### src/source/fpu_op_pkg.sv
// ~~~~~~~~~~~~~~~~~~~~
// operation word and decoded control for the fpu slice
// opcodes outside the enum list decode as a no-op
// the modifier field is only meaningful for OP_PERM
// ~~~~~~~~~~~~~~~~~~~~
package fpu_op_pkg;

  // issued opcode, 5 bits
  typedef enum logic [4:0] {
    OP_AND       = 5'h01,
    OP_OR        = 5'h02,
    OP_XOR       = 5'h03,
    OP_ANDN      = 5'h04,
    OP_PERM      = 5'h08,
    OP_CMP_ORD   = 5'h10,
    OP_CMP_UNORD = 5'h11
  } fpu_opcode_t;

  // modifier bit positions for permute
  localparam int MOD_COPY_A = 0;
  localparam int MOD_SWAP   = 1;
  localparam int MOD_DUP    = 2;

  // logic_sel encodings
  localparam logic [1:0] LSEL_AND  = 2'd0;
  localparam logic [1:0] LSEL_OR   = 2'd1;
  localparam logic [1:0] LSEL_XOR  = 2'd2;
  localparam logic [1:0] LSEL_ANDN = 2'd3;

  typedef struct packed {
    fpu_opcode_t opcode;
    logic [2:0]  modifier;
  } fpu_op_t;

  // one-stage control bundle for both paths
  typedef struct packed {
    logic       is_logic;
    logic [1:0] logic_sel;
    logic       is_perm;
    logic       copy_a;
    logic       swap;
    logic       dup;
    logic       is_cmp;
    logic       ordered;
  } fpu_ctrl_t;

endpackage

### src/source/fpu_data_pkg.sv
// ~~~~~~~~~~~~~~~~~~~~
// data-side types for the fpu slice
// a 64-bit word is one double or two singles, never both at once
// exception codes are ordered by priority, invalid first
// ~~~~~~~~~~~~~~~~~~~~
package fpu_data_pkg;

  localparam int WORD_W = 64;
  localparam int EXP_W  = 11;
  localparam int FRAC_W = 52;

  typedef struct packed {
    logic              sign;
    logic [EXP_W-1:0]  exp;
    logic [FRAC_W-1:0] frac;
  } fpu_double_t;

  typedef struct packed {
    logic [31:0] hi;
    logic [31:0] lo;
  } fpu_singles_t;

  // compare reads dbl, permute reads sgl
  typedef union packed {
    logic [WORD_W-1:0] raw;
    fpu_double_t       dbl;
    fpu_singles_t      sgl;
  } fpu_word_u;

  typedef struct packed {
    logic unord;
    logic gt;
    logic eq;
    logic lt;
  } cmp_flags_t;

  typedef struct packed {
    logic invalid;
    logic denormal;
  } exc_bits_t;

  localparam int EXC_CODE_W = 2;
  localparam logic [EXC_CODE_W-1:0] EXC_NONE     = 2'd0;
  localparam logic [EXC_CODE_W-1:0] EXC_INVALID  = 2'd1;
  localparam logic [EXC_CODE_W-1:0] EXC_DENORMAL = 2'd2;

  // src 0 is the register file, src k is bus k-1
  typedef struct packed {
    logic       late;
    logic [3:0] src;
  } fwd_sel_t;

endpackage

### src/source/operand_forward.sv
// ~~~~~~~~~~~~~~~~~~~~
// operand bypass select, registered at the issue edge
// late picks the bus value sampled one edge earlier
// src beyond NUM_FWD falls back to the register file
// ~~~~~~~~~~~~~~~~~~~~
`timescale 1ns/1ps

module operand_forward
  import fpu_data_pkg::*;
#(
  parameter int NUM_FWD = 4
) (
  input  logic                    clk,
  input  logic                    rst,
  input  fpu_word_u               reg_val,
  input  fwd_sel_t                sel,
  input  fpu_word_u [NUM_FWD-1:0] fwd_bus,
  output fpu_word_u               operand
);

  fpu_word_u [NUM_FWD-1:0] fwd_late;
  fpu_word_u               pick;

  // one-cycle-old copy of every bus
  always_ff @(posedge clk) begin
    if (rst) begin
      fwd_late <= '0;
    end else begin
      fwd_late <= fwd_bus;
    end
  end

  always_comb begin
    pick = reg_val;
    for (int k = 0; k < NUM_FWD; k++) begin
      if (sel.src == k + 1) begin
        pick = sel.late ? fwd_late[k] : fwd_bus[k];
      end
    end
  end

  always_ff @(posedge clk) begin
    if (rst) begin
      operand <= '0;
    end else begin
      operand <= pick;
    end
  end

endmodule

### src/source/fpu_op_decode.sv
// ~~~~~~~~~~~~~~~~~~~~
// opcode decode into path controls, one register stage
// ctrl is all zero in a cycle without issue
// unknown opcodes leave every path enable clear
// ~~~~~~~~~~~~~~~~~~~~
`timescale 1ns/1ps

module fpu_op_decode
  import fpu_op_pkg::*;
(
  input  logic      clk,
  input  logic      rst,
  input  logic      issue,
  input  fpu_op_t   op,
  output fpu_ctrl_t ctrl,
  output logic      ctrl_valid
);

  fpu_ctrl_t dec;

  always_comb begin
    dec = '0;
    case (op.opcode)
      OP_AND: begin
        dec.is_logic  = 1'b1;
        dec.logic_sel = LSEL_AND;
      end
      OP_OR: begin
        dec.is_logic  = 1'b1;
        dec.logic_sel = LSEL_OR;
      end
      OP_XOR: begin
        dec.is_logic  = 1'b1;
        dec.logic_sel = LSEL_XOR;
      end
      OP_ANDN: begin
        dec.is_logic  = 1'b1;
        dec.logic_sel = LSEL_ANDN;
      end
      OP_PERM: begin
        dec.is_perm = 1'b1;
        dec.copy_a  = op.modifier[MOD_COPY_A];
        dec.swap    = op.modifier[MOD_SWAP];
        dec.dup     = op.modifier[MOD_DUP];
      end
      OP_CMP_ORD: begin
        dec.is_cmp  = 1'b1;
        dec.ordered = 1'b1;
      end
      OP_CMP_UNORD: dec.is_cmp = 1'b1;
      default: dec = '0;
    endcase
  end

  always_ff @(posedge clk) begin
    if (rst) begin
      ctrl       <= '0;
      ctrl_valid <= 1'b0;
    end else begin
      ctrl       <= issue ? dec : '0;
      ctrl_valid <= issue;
    end
  end

endmodule

### src/source/fpu_logic_perm.sv
// ~~~~~~~~~~~~~~~~~~~~
// bitwise logic on 64-bit words and single-lane permute
// permute order is source pick, then swap, then dup
// result is zero for any other operation
// ~~~~~~~~~~~~~~~~~~~~
`timescale 1ns/1ps

module fpu_logic_perm
  import fpu_op_pkg::*, fpu_data_pkg::*;
(
  input  logic      clk,
  input  logic      rst,
  input  fpu_ctrl_t ctrl,
  input  fpu_word_u a,
  input  fpu_word_u b,
  output fpu_word_u lp_res
);

  fpu_word_u nxt;

  always_comb begin
    nxt = '0;
    if (ctrl.is_logic) begin
      case (ctrl.logic_sel)
        LSEL_AND: nxt.raw = a.raw & b.raw;
        LSEL_OR:  nxt.raw = a.raw | b.raw;
        LSEL_XOR: nxt.raw = a.raw ^ b.raw;
        default:  nxt.raw = a.raw & ~b.raw;
      endcase
    end else if (ctrl.is_perm) begin
      nxt = ctrl.copy_a ? a : b;
      if (ctrl.swap) begin
        nxt.sgl = {nxt.sgl.lo, nxt.sgl.hi};
      end
      // dup works on the lanes after the swap
      if (ctrl.dup) begin
        nxt.sgl.hi = nxt.sgl.lo;
      end
    end
  end

  always_ff @(posedge clk) begin
    if (rst) begin
      lp_res <= '0;
    end else begin
      lp_res <= nxt;
    end
  end

endmodule

### src/source/fpu_compare.sv
// ~~~~~~~~~~~~~~~~~~~~
// double compare, flags in the low 4 bits of the result
// a NaN gives unord only, +0 and -0 compare equal
// invalid only for ordered compares, denormal for either kind
// ~~~~~~~~~~~~~~~~~~~~
`timescale 1ns/1ps

module fpu_compare
  import fpu_op_pkg::*, fpu_data_pkg::*;
(
  input  logic      clk,
  input  logic      rst,
  input  fpu_ctrl_t ctrl,
  input  fpu_word_u a,
  input  fpu_word_u b,
  output fpu_word_u cmp_res,
  output exc_bits_t cmp_exc
);

  logic              a_nan, b_nan;
  logic              a_zero, b_zero;
  logic              a_den, b_den;
  logic [WORD_W-2:0] a_mag, b_mag;
  cmp_flags_t        flags;
  exc_bits_t         raised;

  always_comb begin
    a_nan  = (a.dbl.exp == '1) && (a.dbl.frac != '0);
    b_nan  = (b.dbl.exp == '1) && (b.dbl.frac != '0);
    a_zero = (a.dbl.exp == '0) && (a.dbl.frac == '0);
    b_zero = (b.dbl.exp == '0) && (b.dbl.frac == '0);
    a_den  = (a.dbl.exp == '0) && (a.dbl.frac != '0);
    b_den  = (b.dbl.exp == '0) && (b.dbl.frac != '0);
    a_mag  = a.raw[WORD_W-2:0];
    b_mag  = b.raw[WORD_W-2:0];

    flags = '0;
    if (a_nan || b_nan) begin
      flags.unord = 1'b1;
    end else if ((a_zero && b_zero) || (a.raw == b.raw)) begin
      flags.eq = 1'b1;
    end else if (a.dbl.sign != b.dbl.sign) begin
      flags.lt = a.dbl.sign;
      flags.gt = b.dbl.sign;
    end else if ((a_mag > b_mag) ^ a.dbl.sign) begin
      // sign-magnitude, larger magnitude is smaller when negative
      flags.gt = 1'b1;
    end else begin
      flags.lt = 1'b1;
    end

    raised.invalid  = ctrl.ordered && (a_nan || b_nan);
    raised.denormal = a_den || b_den;
  end

  always_ff @(posedge clk) begin
    if (rst || !ctrl.is_cmp) begin
      cmp_res <= '0;
      cmp_exc <= '0;
    end else begin
      cmp_res.raw <= {{(WORD_W - $bits(cmp_flags_t)){1'b0}}, flags};
      cmp_exc     <= raised;
    end
  end

endmodule

### src/source/fpu_writeback.sv
// ~~~~~~~~~~~~~~~~~~~~
// result merge and exception report
// ctrl is delayed one stage to line up with the path outputs
// invalid wins over denormal when both are enabled
// ~~~~~~~~~~~~~~~~~~~~
`timescale 1ns/1ps

module fpu_writeback
  import fpu_op_pkg::*, fpu_data_pkg::*;
(
  input  logic                  clk,
  input  logic                  rst,
  input  logic                  ctrl_valid,
  input  fpu_ctrl_t             ctrl,
  input  fpu_word_u             lp_res,
  input  fpu_word_u             cmp_res,
  input  exc_bits_t             cmp_exc,
  input  exc_bits_t             exc_enable,
  output logic                  res_valid,
  output fpu_word_u             res,
  output logic                  exc_valid,
  output logic [EXC_CODE_W-1:0] exc_code
);

  fpu_ctrl_t             ctrl_q;
  logic                  valid_q;
  exc_bits_t             masked;
  logic [EXC_CODE_W-1:0] code;

  always_comb begin
    masked.invalid  = cmp_exc.invalid & exc_enable.invalid;
    masked.denormal = cmp_exc.denormal & exc_enable.denormal;
    if (masked.invalid) code = EXC_INVALID;
    else if (masked.denormal) code = EXC_DENORMAL;
    else code = EXC_NONE;
  end

  always_ff @(posedge clk) begin
    if (rst) begin
      ctrl_q    <= '0;
      valid_q   <= 1'b0;
      res_valid <= 1'b0;
      res       <= '0;
      exc_valid <= 1'b0;
      exc_code  <= EXC_NONE;
    end else begin
      ctrl_q    <= ctrl;
      valid_q   <= ctrl_valid;
      res_valid <= valid_q;
      res       <= ctrl_q.is_cmp ? cmp_res : lp_res;
      exc_valid <= valid_q && (code != EXC_NONE);
      exc_code  <= valid_q ? code : EXC_NONE;
    end
  end

endmodule

### src/source/fpu_unit.sv
// ~~~~~~~~~~~~~~~~~~~~
// fpu slice top: logic/permute and double compare
// fixed latency of 2 cycles from the issue edge, no back-pressure
// NUM_FWD result buses, 1 to 15
// ~~~~~~~~~~~~~~~~~~~~
`timescale 1ns/1ps

module fpu_unit
  import fpu_op_pkg::*, fpu_data_pkg::*;
#(
  parameter int NUM_FWD = 4
) (
  input  logic                          clk,
  input  logic                          rst,
  input  logic                          issue,
  input  fpu_op_t                       op,
  input  fpu_word_u                     reg_a,
  input  fpu_word_u                     reg_b,
  input  fwd_sel_t                      sel_a,
  input  fwd_sel_t                      sel_b,
  input  fpu_word_u [NUM_FWD-1:0]       fwd_bus,
  input  exc_bits_t                     exc_enable,
  output logic                          res_valid,
  output fpu_word_u                     res,
  output logic                          exc_valid,
  output logic [EXC_CODE_W-1:0]         exc_code
);

  fpu_word_u opnd_a;
  fpu_word_u opnd_b;
  fpu_ctrl_t ctrl;
  logic      ctrl_valid;
  fpu_word_u lp_res;
  fpu_word_u cmp_res;
  exc_bits_t cmp_exc;

  // stage 0: operands and control
  operand_forward #(.NUM_FWD(NUM_FWD)) u_fwd_a (
    .clk(clk), .rst(rst), .reg_val(reg_a), .sel(sel_a),
    .fwd_bus(fwd_bus), .operand(opnd_a)
  );

  operand_forward #(.NUM_FWD(NUM_FWD)) u_fwd_b (
    .clk(clk), .rst(rst), .reg_val(reg_b), .sel(sel_b),
    .fwd_bus(fwd_bus), .operand(opnd_b)
  );

  fpu_op_decode u_decode (
    .clk(clk), .rst(rst), .issue(issue), .op(op),
    .ctrl(ctrl), .ctrl_valid(ctrl_valid)
  );

  // stage 1: the two result paths
  fpu_logic_perm u_logic_perm (
    .clk(clk), .rst(rst), .ctrl(ctrl), .a(opnd_a), .b(opnd_b), .lp_res(lp_res)
  );

  fpu_compare u_compare (
    .clk(clk), .rst(rst), .ctrl(ctrl), .a(opnd_a), .b(opnd_b),
    .cmp_res(cmp_res), .cmp_exc(cmp_exc)
  );

  // stage 2: merge and exception report
  fpu_writeback u_writeback (
    .clk(clk), .rst(rst), .ctrl_valid(ctrl_valid), .ctrl(ctrl),
    .lp_res(lp_res), .cmp_res(cmp_res), .cmp_exc(cmp_exc), .exc_enable(exc_enable),
    .res_valid(res_valid), .res(res), .exc_valid(exc_valid), .exc_code(exc_code)
  );

endmodule

### config.mk
export PLATFORM = sky130hd
export DESIGN_NAME = fpu_unit
export DESIGN_NICKNAME = d
export VERILOG_FILES = /design/src/source/fpu_op_pkg.sv /design/src/source/fpu_data_pkg.sv /design/src/source/operand_forward.sv /design/src/source/fpu_op_decode.sv /design/src/source/fpu_logic_perm.sv /design/src/source/fpu_compare.sv /design/src/source/fpu_writeback.sv /design/src/source/fpu_unit.sv
export SDC_FILE = /design/constraint.sdc
export NUM_CORES = 1
export LEC_CHECK = 0
export BUFFER_PORTS_ARGS = -buffer_cell sky130_fd_sc_hd__buf_2
export CAP_MARGIN = 15
export CELL_PAD_IN_SITES_DETAIL_PLACEMENT = 0
export CELL_PAD_IN_SITES_GLOBAL_PLACEMENT = 1
export CORE_UTILIZATION = 43
export CTS_CLUSTER_DIAMETER = 30
export DETAILED_ROUTE_END_ITERATION = 7
export PLACE_DENSITY_LB_ADDON = 0.12
export SYNTH_ARGS = -nofsm -noshare
export SYNTH_HDL_FRONTEND = slang
export SYNTH_HIERARCHICAL = 1
export SYNTH_SLANG_ARGS = --single-unit
### constraint.sdc
create_clock -name clk -period 2.25 [get_ports clk]
set_input_delay 0.5625 -clock clk [delete_from_list [all_inputs] [get_ports clk]]
set_output_delay 0.5625 -clock clk [all_outputs]
set_load 0.05 [all_outputs]
After elaboration in Yosys (flattened, before gate mapping)
Cells that the tools add are included.

word-level totals
  register bits after elaboration = 594
  bits of input ports = 407
  output and inout port bits = 68
  word-level logic and storage cells = 124

operators by class
  magnitude comparators = 1
  equality and inequality tests = 21
  multiplexer cells = 35
  bitwise logic cells = 11
  reduce and logical (&&, ||, !) cells = 28

operator list
  operator                                       count
  two-way mux 64 bit                             21
  one-hot mux 64 bit (3 select lines)            1
  bitwise AND 64 bit                             2
  logical NOT 52 bit                             2
  nonzero test 52 bit                            2
  == test 64 bit                                 1
  NOT 64 bit                                     1
  OR 64 bit                                      1
  bitwise XOR 64 bit                             1
  greater-than comparator 63 bit                 1
  two-way mux 32 bit                             1
  == test 11 bit, second input constant          2
  logical NOT 11 bit                             2
  == test 4 x 2 -> 1 bit, second input constant  4
  one-hot mux 3 bit (4 select lines)             1
  == test 5 x 2 -> 1 bit, second input constant  2
  == test 5 bit, second input constant           2
  logical AND 1 bit                              9
  == test 4 x 1 -> 1 bit, second input constant  2
  == test 4 x 3 -> 1 bit, second input constant  2
  two-way mux 1 bit                              8
  OR reduction 2 bit                             4
  OR reduction 3 bit                             2
  == test 5 x 1 -> 1 bit, second input constant  1
  14 further kinds                               21

Longest topological paths before layout
  depth after elaboration = 5
  mapped depth = 10
  gate-level depth less buffers = 10

By module
The synthesis kept the hierarchy.

by module, submodules not included
  module           times used  cells an instance  area an instance (µm²)  sequential area each (µm²)
  operand_forward  2           1,194              14,146.1                6,406.1
  fpu_logic_perm   1           823                6,794.0                 1,281.2
  fpu_compare      1           365                2,597.5                 120.1
  fpu_writeback    1           221                2,462.4                 1,401.3
  fpu_op_decode    1           32                 361.6                   200.2

Least setup slack after synthesis
Ideal clock, no wire load.

  path type = register to register
  start point = register u_fwd_b/operand[26] (netlist bit)
  end point = register u_compare/cmp_res[0] (netlist bit)
  setup time = 0.115 ns
  data arrival time = 2.047 ns
  required time = 2.135 ns
  path slack = 0.089 ns
  stages on the path, launching flop included = 8
  path buffers = 0
  clock period less this slack = 2.161 ns
  cell sequence = dfxtp_1 -> nor4_1 -> nand4_1 -> or4_4 -> or4_1 -> o21ai_1 -> nand2b_1 -> o21ba_1

on the way
  cells in the longest elaborated chain, start to end = 5
  elaborated cells on any way between the ends = 13
  those cells by class = order compare: 1; eq/ne: 1; mux: 2; bitwise: 1; reduce/logical: 8

ends and longest elaborated chain
  what                                                                    RTL line               source
  from (decl)                                                             operand_forward.sv:18  output fpu_word_u operand
  from (signal assigned)                                                  operand_forward.sv:46  operand <= pick;
  branches (longest 5 deep; another with greater-than comparator 63 bit)  --
  to (decl)                                                               fpu_compare.sv:16      output fpu_word_u cmp_res,

Parallel ways; which one is timed is not known.
A chain may end at the register's enable or synchronous reset.

Worst setup path after layout
  start point = register u_fwd_a/operand[10] (netlist bit)
  end point = register u_compare/cmp_res[0] (netlist bit)

on the way
  cells in the longest elaborated chain, start to end = 5
  elaborated cells on any way between the ends = 13
  those cells by class = order compare: 1; eq/ne: 1; mux: 2; bitwise: 1; reduce/logical: 8

ends and longest elaborated chain
  what                                                                    RTL line
  from (decl)                                                             operand_forward.sv:18
  from (signal assigned)                                                  operand_forward.sv:46
  branches (longest 5 deep; another with greater-than comparator 63 bit)  --

Parallel ways; which one is timed is not known.

==> flow_summary.ini <==
[floorplanning]
die_area_um2 = 95400
io_pins = 475
coreArea_um2 = 93300
die_x_um = 309
rows = 112
start_util_pct = 43.4
dieHeight_um = 309

[drt]
drt_pass1_iterations = 5
via_per_inst = 5.14
postRouteAntennaNets = 0
num_vias = 31400
drc = 0
totalWireLength_um = 136000
wire_per_inst_um = 22.3
drt_iter0_drc = 1902

[sta]
tns_ns = -0.294
layout_min_cycle_time_ns = 2.41
slew_headroom_pct = 52.6
rsz0062_at_grt = true
tightest_slew_ns = 0.710
fmax_mhz = 414
finalWorstSetupSlack_ns = -0.163
setup_viol = 3
drv_slew = 0
finalHoldViolCount = 0
skew_ns = 0.0415
period_share_pct = 107
holdWs_ns = 0.0378

[pwr]
combPwrFrac_pct = 11.5
power_density_nw_per_um2 = 933
leakagePower_nw = 23.3
p_clk_share_pct = 59.0
seqPwrFrac_pct = 29.6
peakVddDrop_uv = 777
swShare_pct = 24.1
intPower_mw = 38.6
p_switching_mw = 12.3

[global_routing]
antenna_found_initial = 21
overflow = 0
globalRouteTotalUtil_pct = 27.9
grt_pass1_vias = 31200
grt_max_degree = 139
grt_pass1_wl_um = 200000

[cts]
cts-buffers-inserted = 192
clock_latency_ns = 0.79
cts.sinks = 790
cts_root_buf = clkbuf_16
h-tree-depth = 4
cts_tree = done
clk_path_buf_depth = 3
clkTransAtPathRegs_ns = 0.04

[yosys]
postSynthCellCount = 3829
yosysWarnings = 6
synth-seq-cells = 790
synthFlopType = dfxtp_1
synth_edf_count = 0
synth_cell_types = 69
syn_area_um2 = 40500
synth_seq_area_share_pct = 39.0
async_reset_ff_share_pct = 0
syn_area_per_cell_um2 = 10.6

[critical_path]
cp_max_fo = 4
worstPathRequired_ns = 2.89
cp-start-kind = flop
path_class = flop to flop
cp.arrival_ns = 3.05
cp-end-kind = flop

[cells_and_area]
syn_to_final_growth_pct = 34.6
fin_util_pct = 58.4
final_common_cell = dfxtp_1
nFillCells = 8109
drive_gt1_share_pct = 40.3
final_nets = 5211
mostFrequentLayoutCells = 772 x dfxtp_1, 520 x nor2b_1, 469 x buf_2

[run_status]
violations = setup timing
outcome = finished, violations left

[min_path]
hp-class = input pin to flop

[flow_run]
drv_cap = 0

[placed_design]
globalplace.congestion = 0.900
port_buffers = 474
dp_hpwl_um = 100000
==> routing by layer <==
layer  wire (um)  vias to the layer above  global-route usage, %
met5         138                        -                      0
met4        2900                       20                   8.23
met3        6860                      184                   5.06
met2       63600                      831                   45.4
met1       62400                    15200                   37.7
li1            -                    15200                      -
==> synth_stat cells, types with 3 or more instances <==
cell       number  share of area, %
mux2i_1       356               8.8
mux4_2         32               1.8
o21ai_0        26              0.32
buf_1          10             0.093
xnor2_1        65               1.4
clkbuf_1      122               1.1
a211oi_1       19              0.35
buf_8           6              0.22
mux2_2        384                11
nand2_1        53              0.49
nand4_1        21              0.32
nor2b_1       520               8.0
nor3b_1         3             0.056
a21o_1        148               2.7
a21oi_1       138               1.7
a211oi_2      120               3.7
o22ai_2       120               3.7
nand2b_1        5             0.077
buf_12         12              0.59
buf_6          16              0.44
o21bai_1        3             0.056
nor3_1         11              0.14
inv_1         199               1.8
a22o_1          6              0.13
o221ai_1       22              0.48
a211o_1        22              0.48
buf_4          83               1.5
a221oi_1        4             0.086
dfxtp_1       790                39
nor4_1         35              0.54
nor3_2          3             0.074
o31ai_1        18              0.33
ha_1          130               4.0
a2bb2oi_1      46              0.99
nor2_1        117               1.1
o22ai_1        18              0.28
nand3_1        15              0.19
buf_2          90               1.1
==> registers in the layout (all words and copies together), names as in the netlist, 4 cells and up <==
name and flops:
u_logic_perm/lp_res 64, u_fwd_a/operand 64, u_fwd_b/fwd_late 256, u_decode/ctrl 9, u_fwd_b/operand 64, u_compare/cmp_res 4
u_writeback/res 64, u_fwd_a/fwd_late 256
==> cells by family after synthesis <==
group,count (synthesis),synth area share (%)
simple gates,810,11.6
compound gates,720,15.6
mux,772,21.3
xor+xnor,67,1.50
buf+inv,539,6.99
flops,790,39.0
other cells,1,0.00926
fa+ha+maj,130,4.02
==> critical path: stages (launching register included) <==
cell and delay, ns:
dfxtp_2 0.36, nor4_2 0.26, buf_4 0.15, nand4_1 0.11, or4_4 0.55, or4_4 0.50
o21ai_2 0.07, nand2b_4 0.14, o21ba_1 0.14
==> path summary, 6_finish.rpt <==
path | startpoint | slack [ns] | end | depth (start not counted)
max | u_fwd_a/operand[10] | -0.16 | u_compare/cmp_res[0] | 8
min | fwd_bus[78] | 0.04 | u_fwd_a/fwd_late[78] | 2
max reg2reg | u_fwd_a/operand[10] | -0.16 | u_compare/cmp_res[0] | 8
min reg2reg | u_decode/ctrl_valid | 0.43 | u_writeback/valid_q | 1
==> power groups by stage <==
stage | registers [mW] | logic, mW | clock network [mW]
2_1_floorplan | 15.3 | 3.23 | 0
3_3_place_gp | 15.2 | 5.58 | 0
3_5_place_dp | 15.3 | 5.59 | 0
4_1_cts | 15.0 | 5.74 | 30.4
5_1_grt | 15.1 | 6.28 | 31.2
6_report | 15.0 | 5.83 | 30.0
==> cell type report <==
| class | count | area (um^2) | share of cell area (%) |
|---|---|---|---|
| Multi-Input combinational cell | 2559 | 22500 | 41.2 |
| Clock buffer | 254 | 5370 | 9.85 |
| Timing Repair Buffer | 931 | 6690 | 12.3 |
| Inverter | 200 | 751 | 1.38 |
| Antenna cell | 10 | 25.0 | 0.0459 |
| Tap cell | 1254 | 1570 | 2.88 |
| Clock inverter | 105 | 1790 | 3.28 |
| Sequential cell | 790 | 15800 | 29.1 |
==> metrics by stage <==
stage	area (um^2)	total power [mW]	std cells	worst slack [ns]
floorplan	40700	18.5	3888	0.0885
global placement	46500	20.8	5680	-0.286
detailed placement	46500	20.9	5680	-0.234
CTS	54300	51.2	6090	-0.154
global route	54500	52.6	6102	-0.222
finish	54500	50.9	6103	-0.163
==> repair_timing <==
item                       in CTS  in global routing
setup buffers                   0                  3
hold buffers                   51                  0
pin swaps                      16                 23
setup endpoints to repair       5                  4
gates resized for setup        31                 37
hold endpoints to repair       76                  0
gates cloned                    0                  0
(Power assumes the default switching activity.)
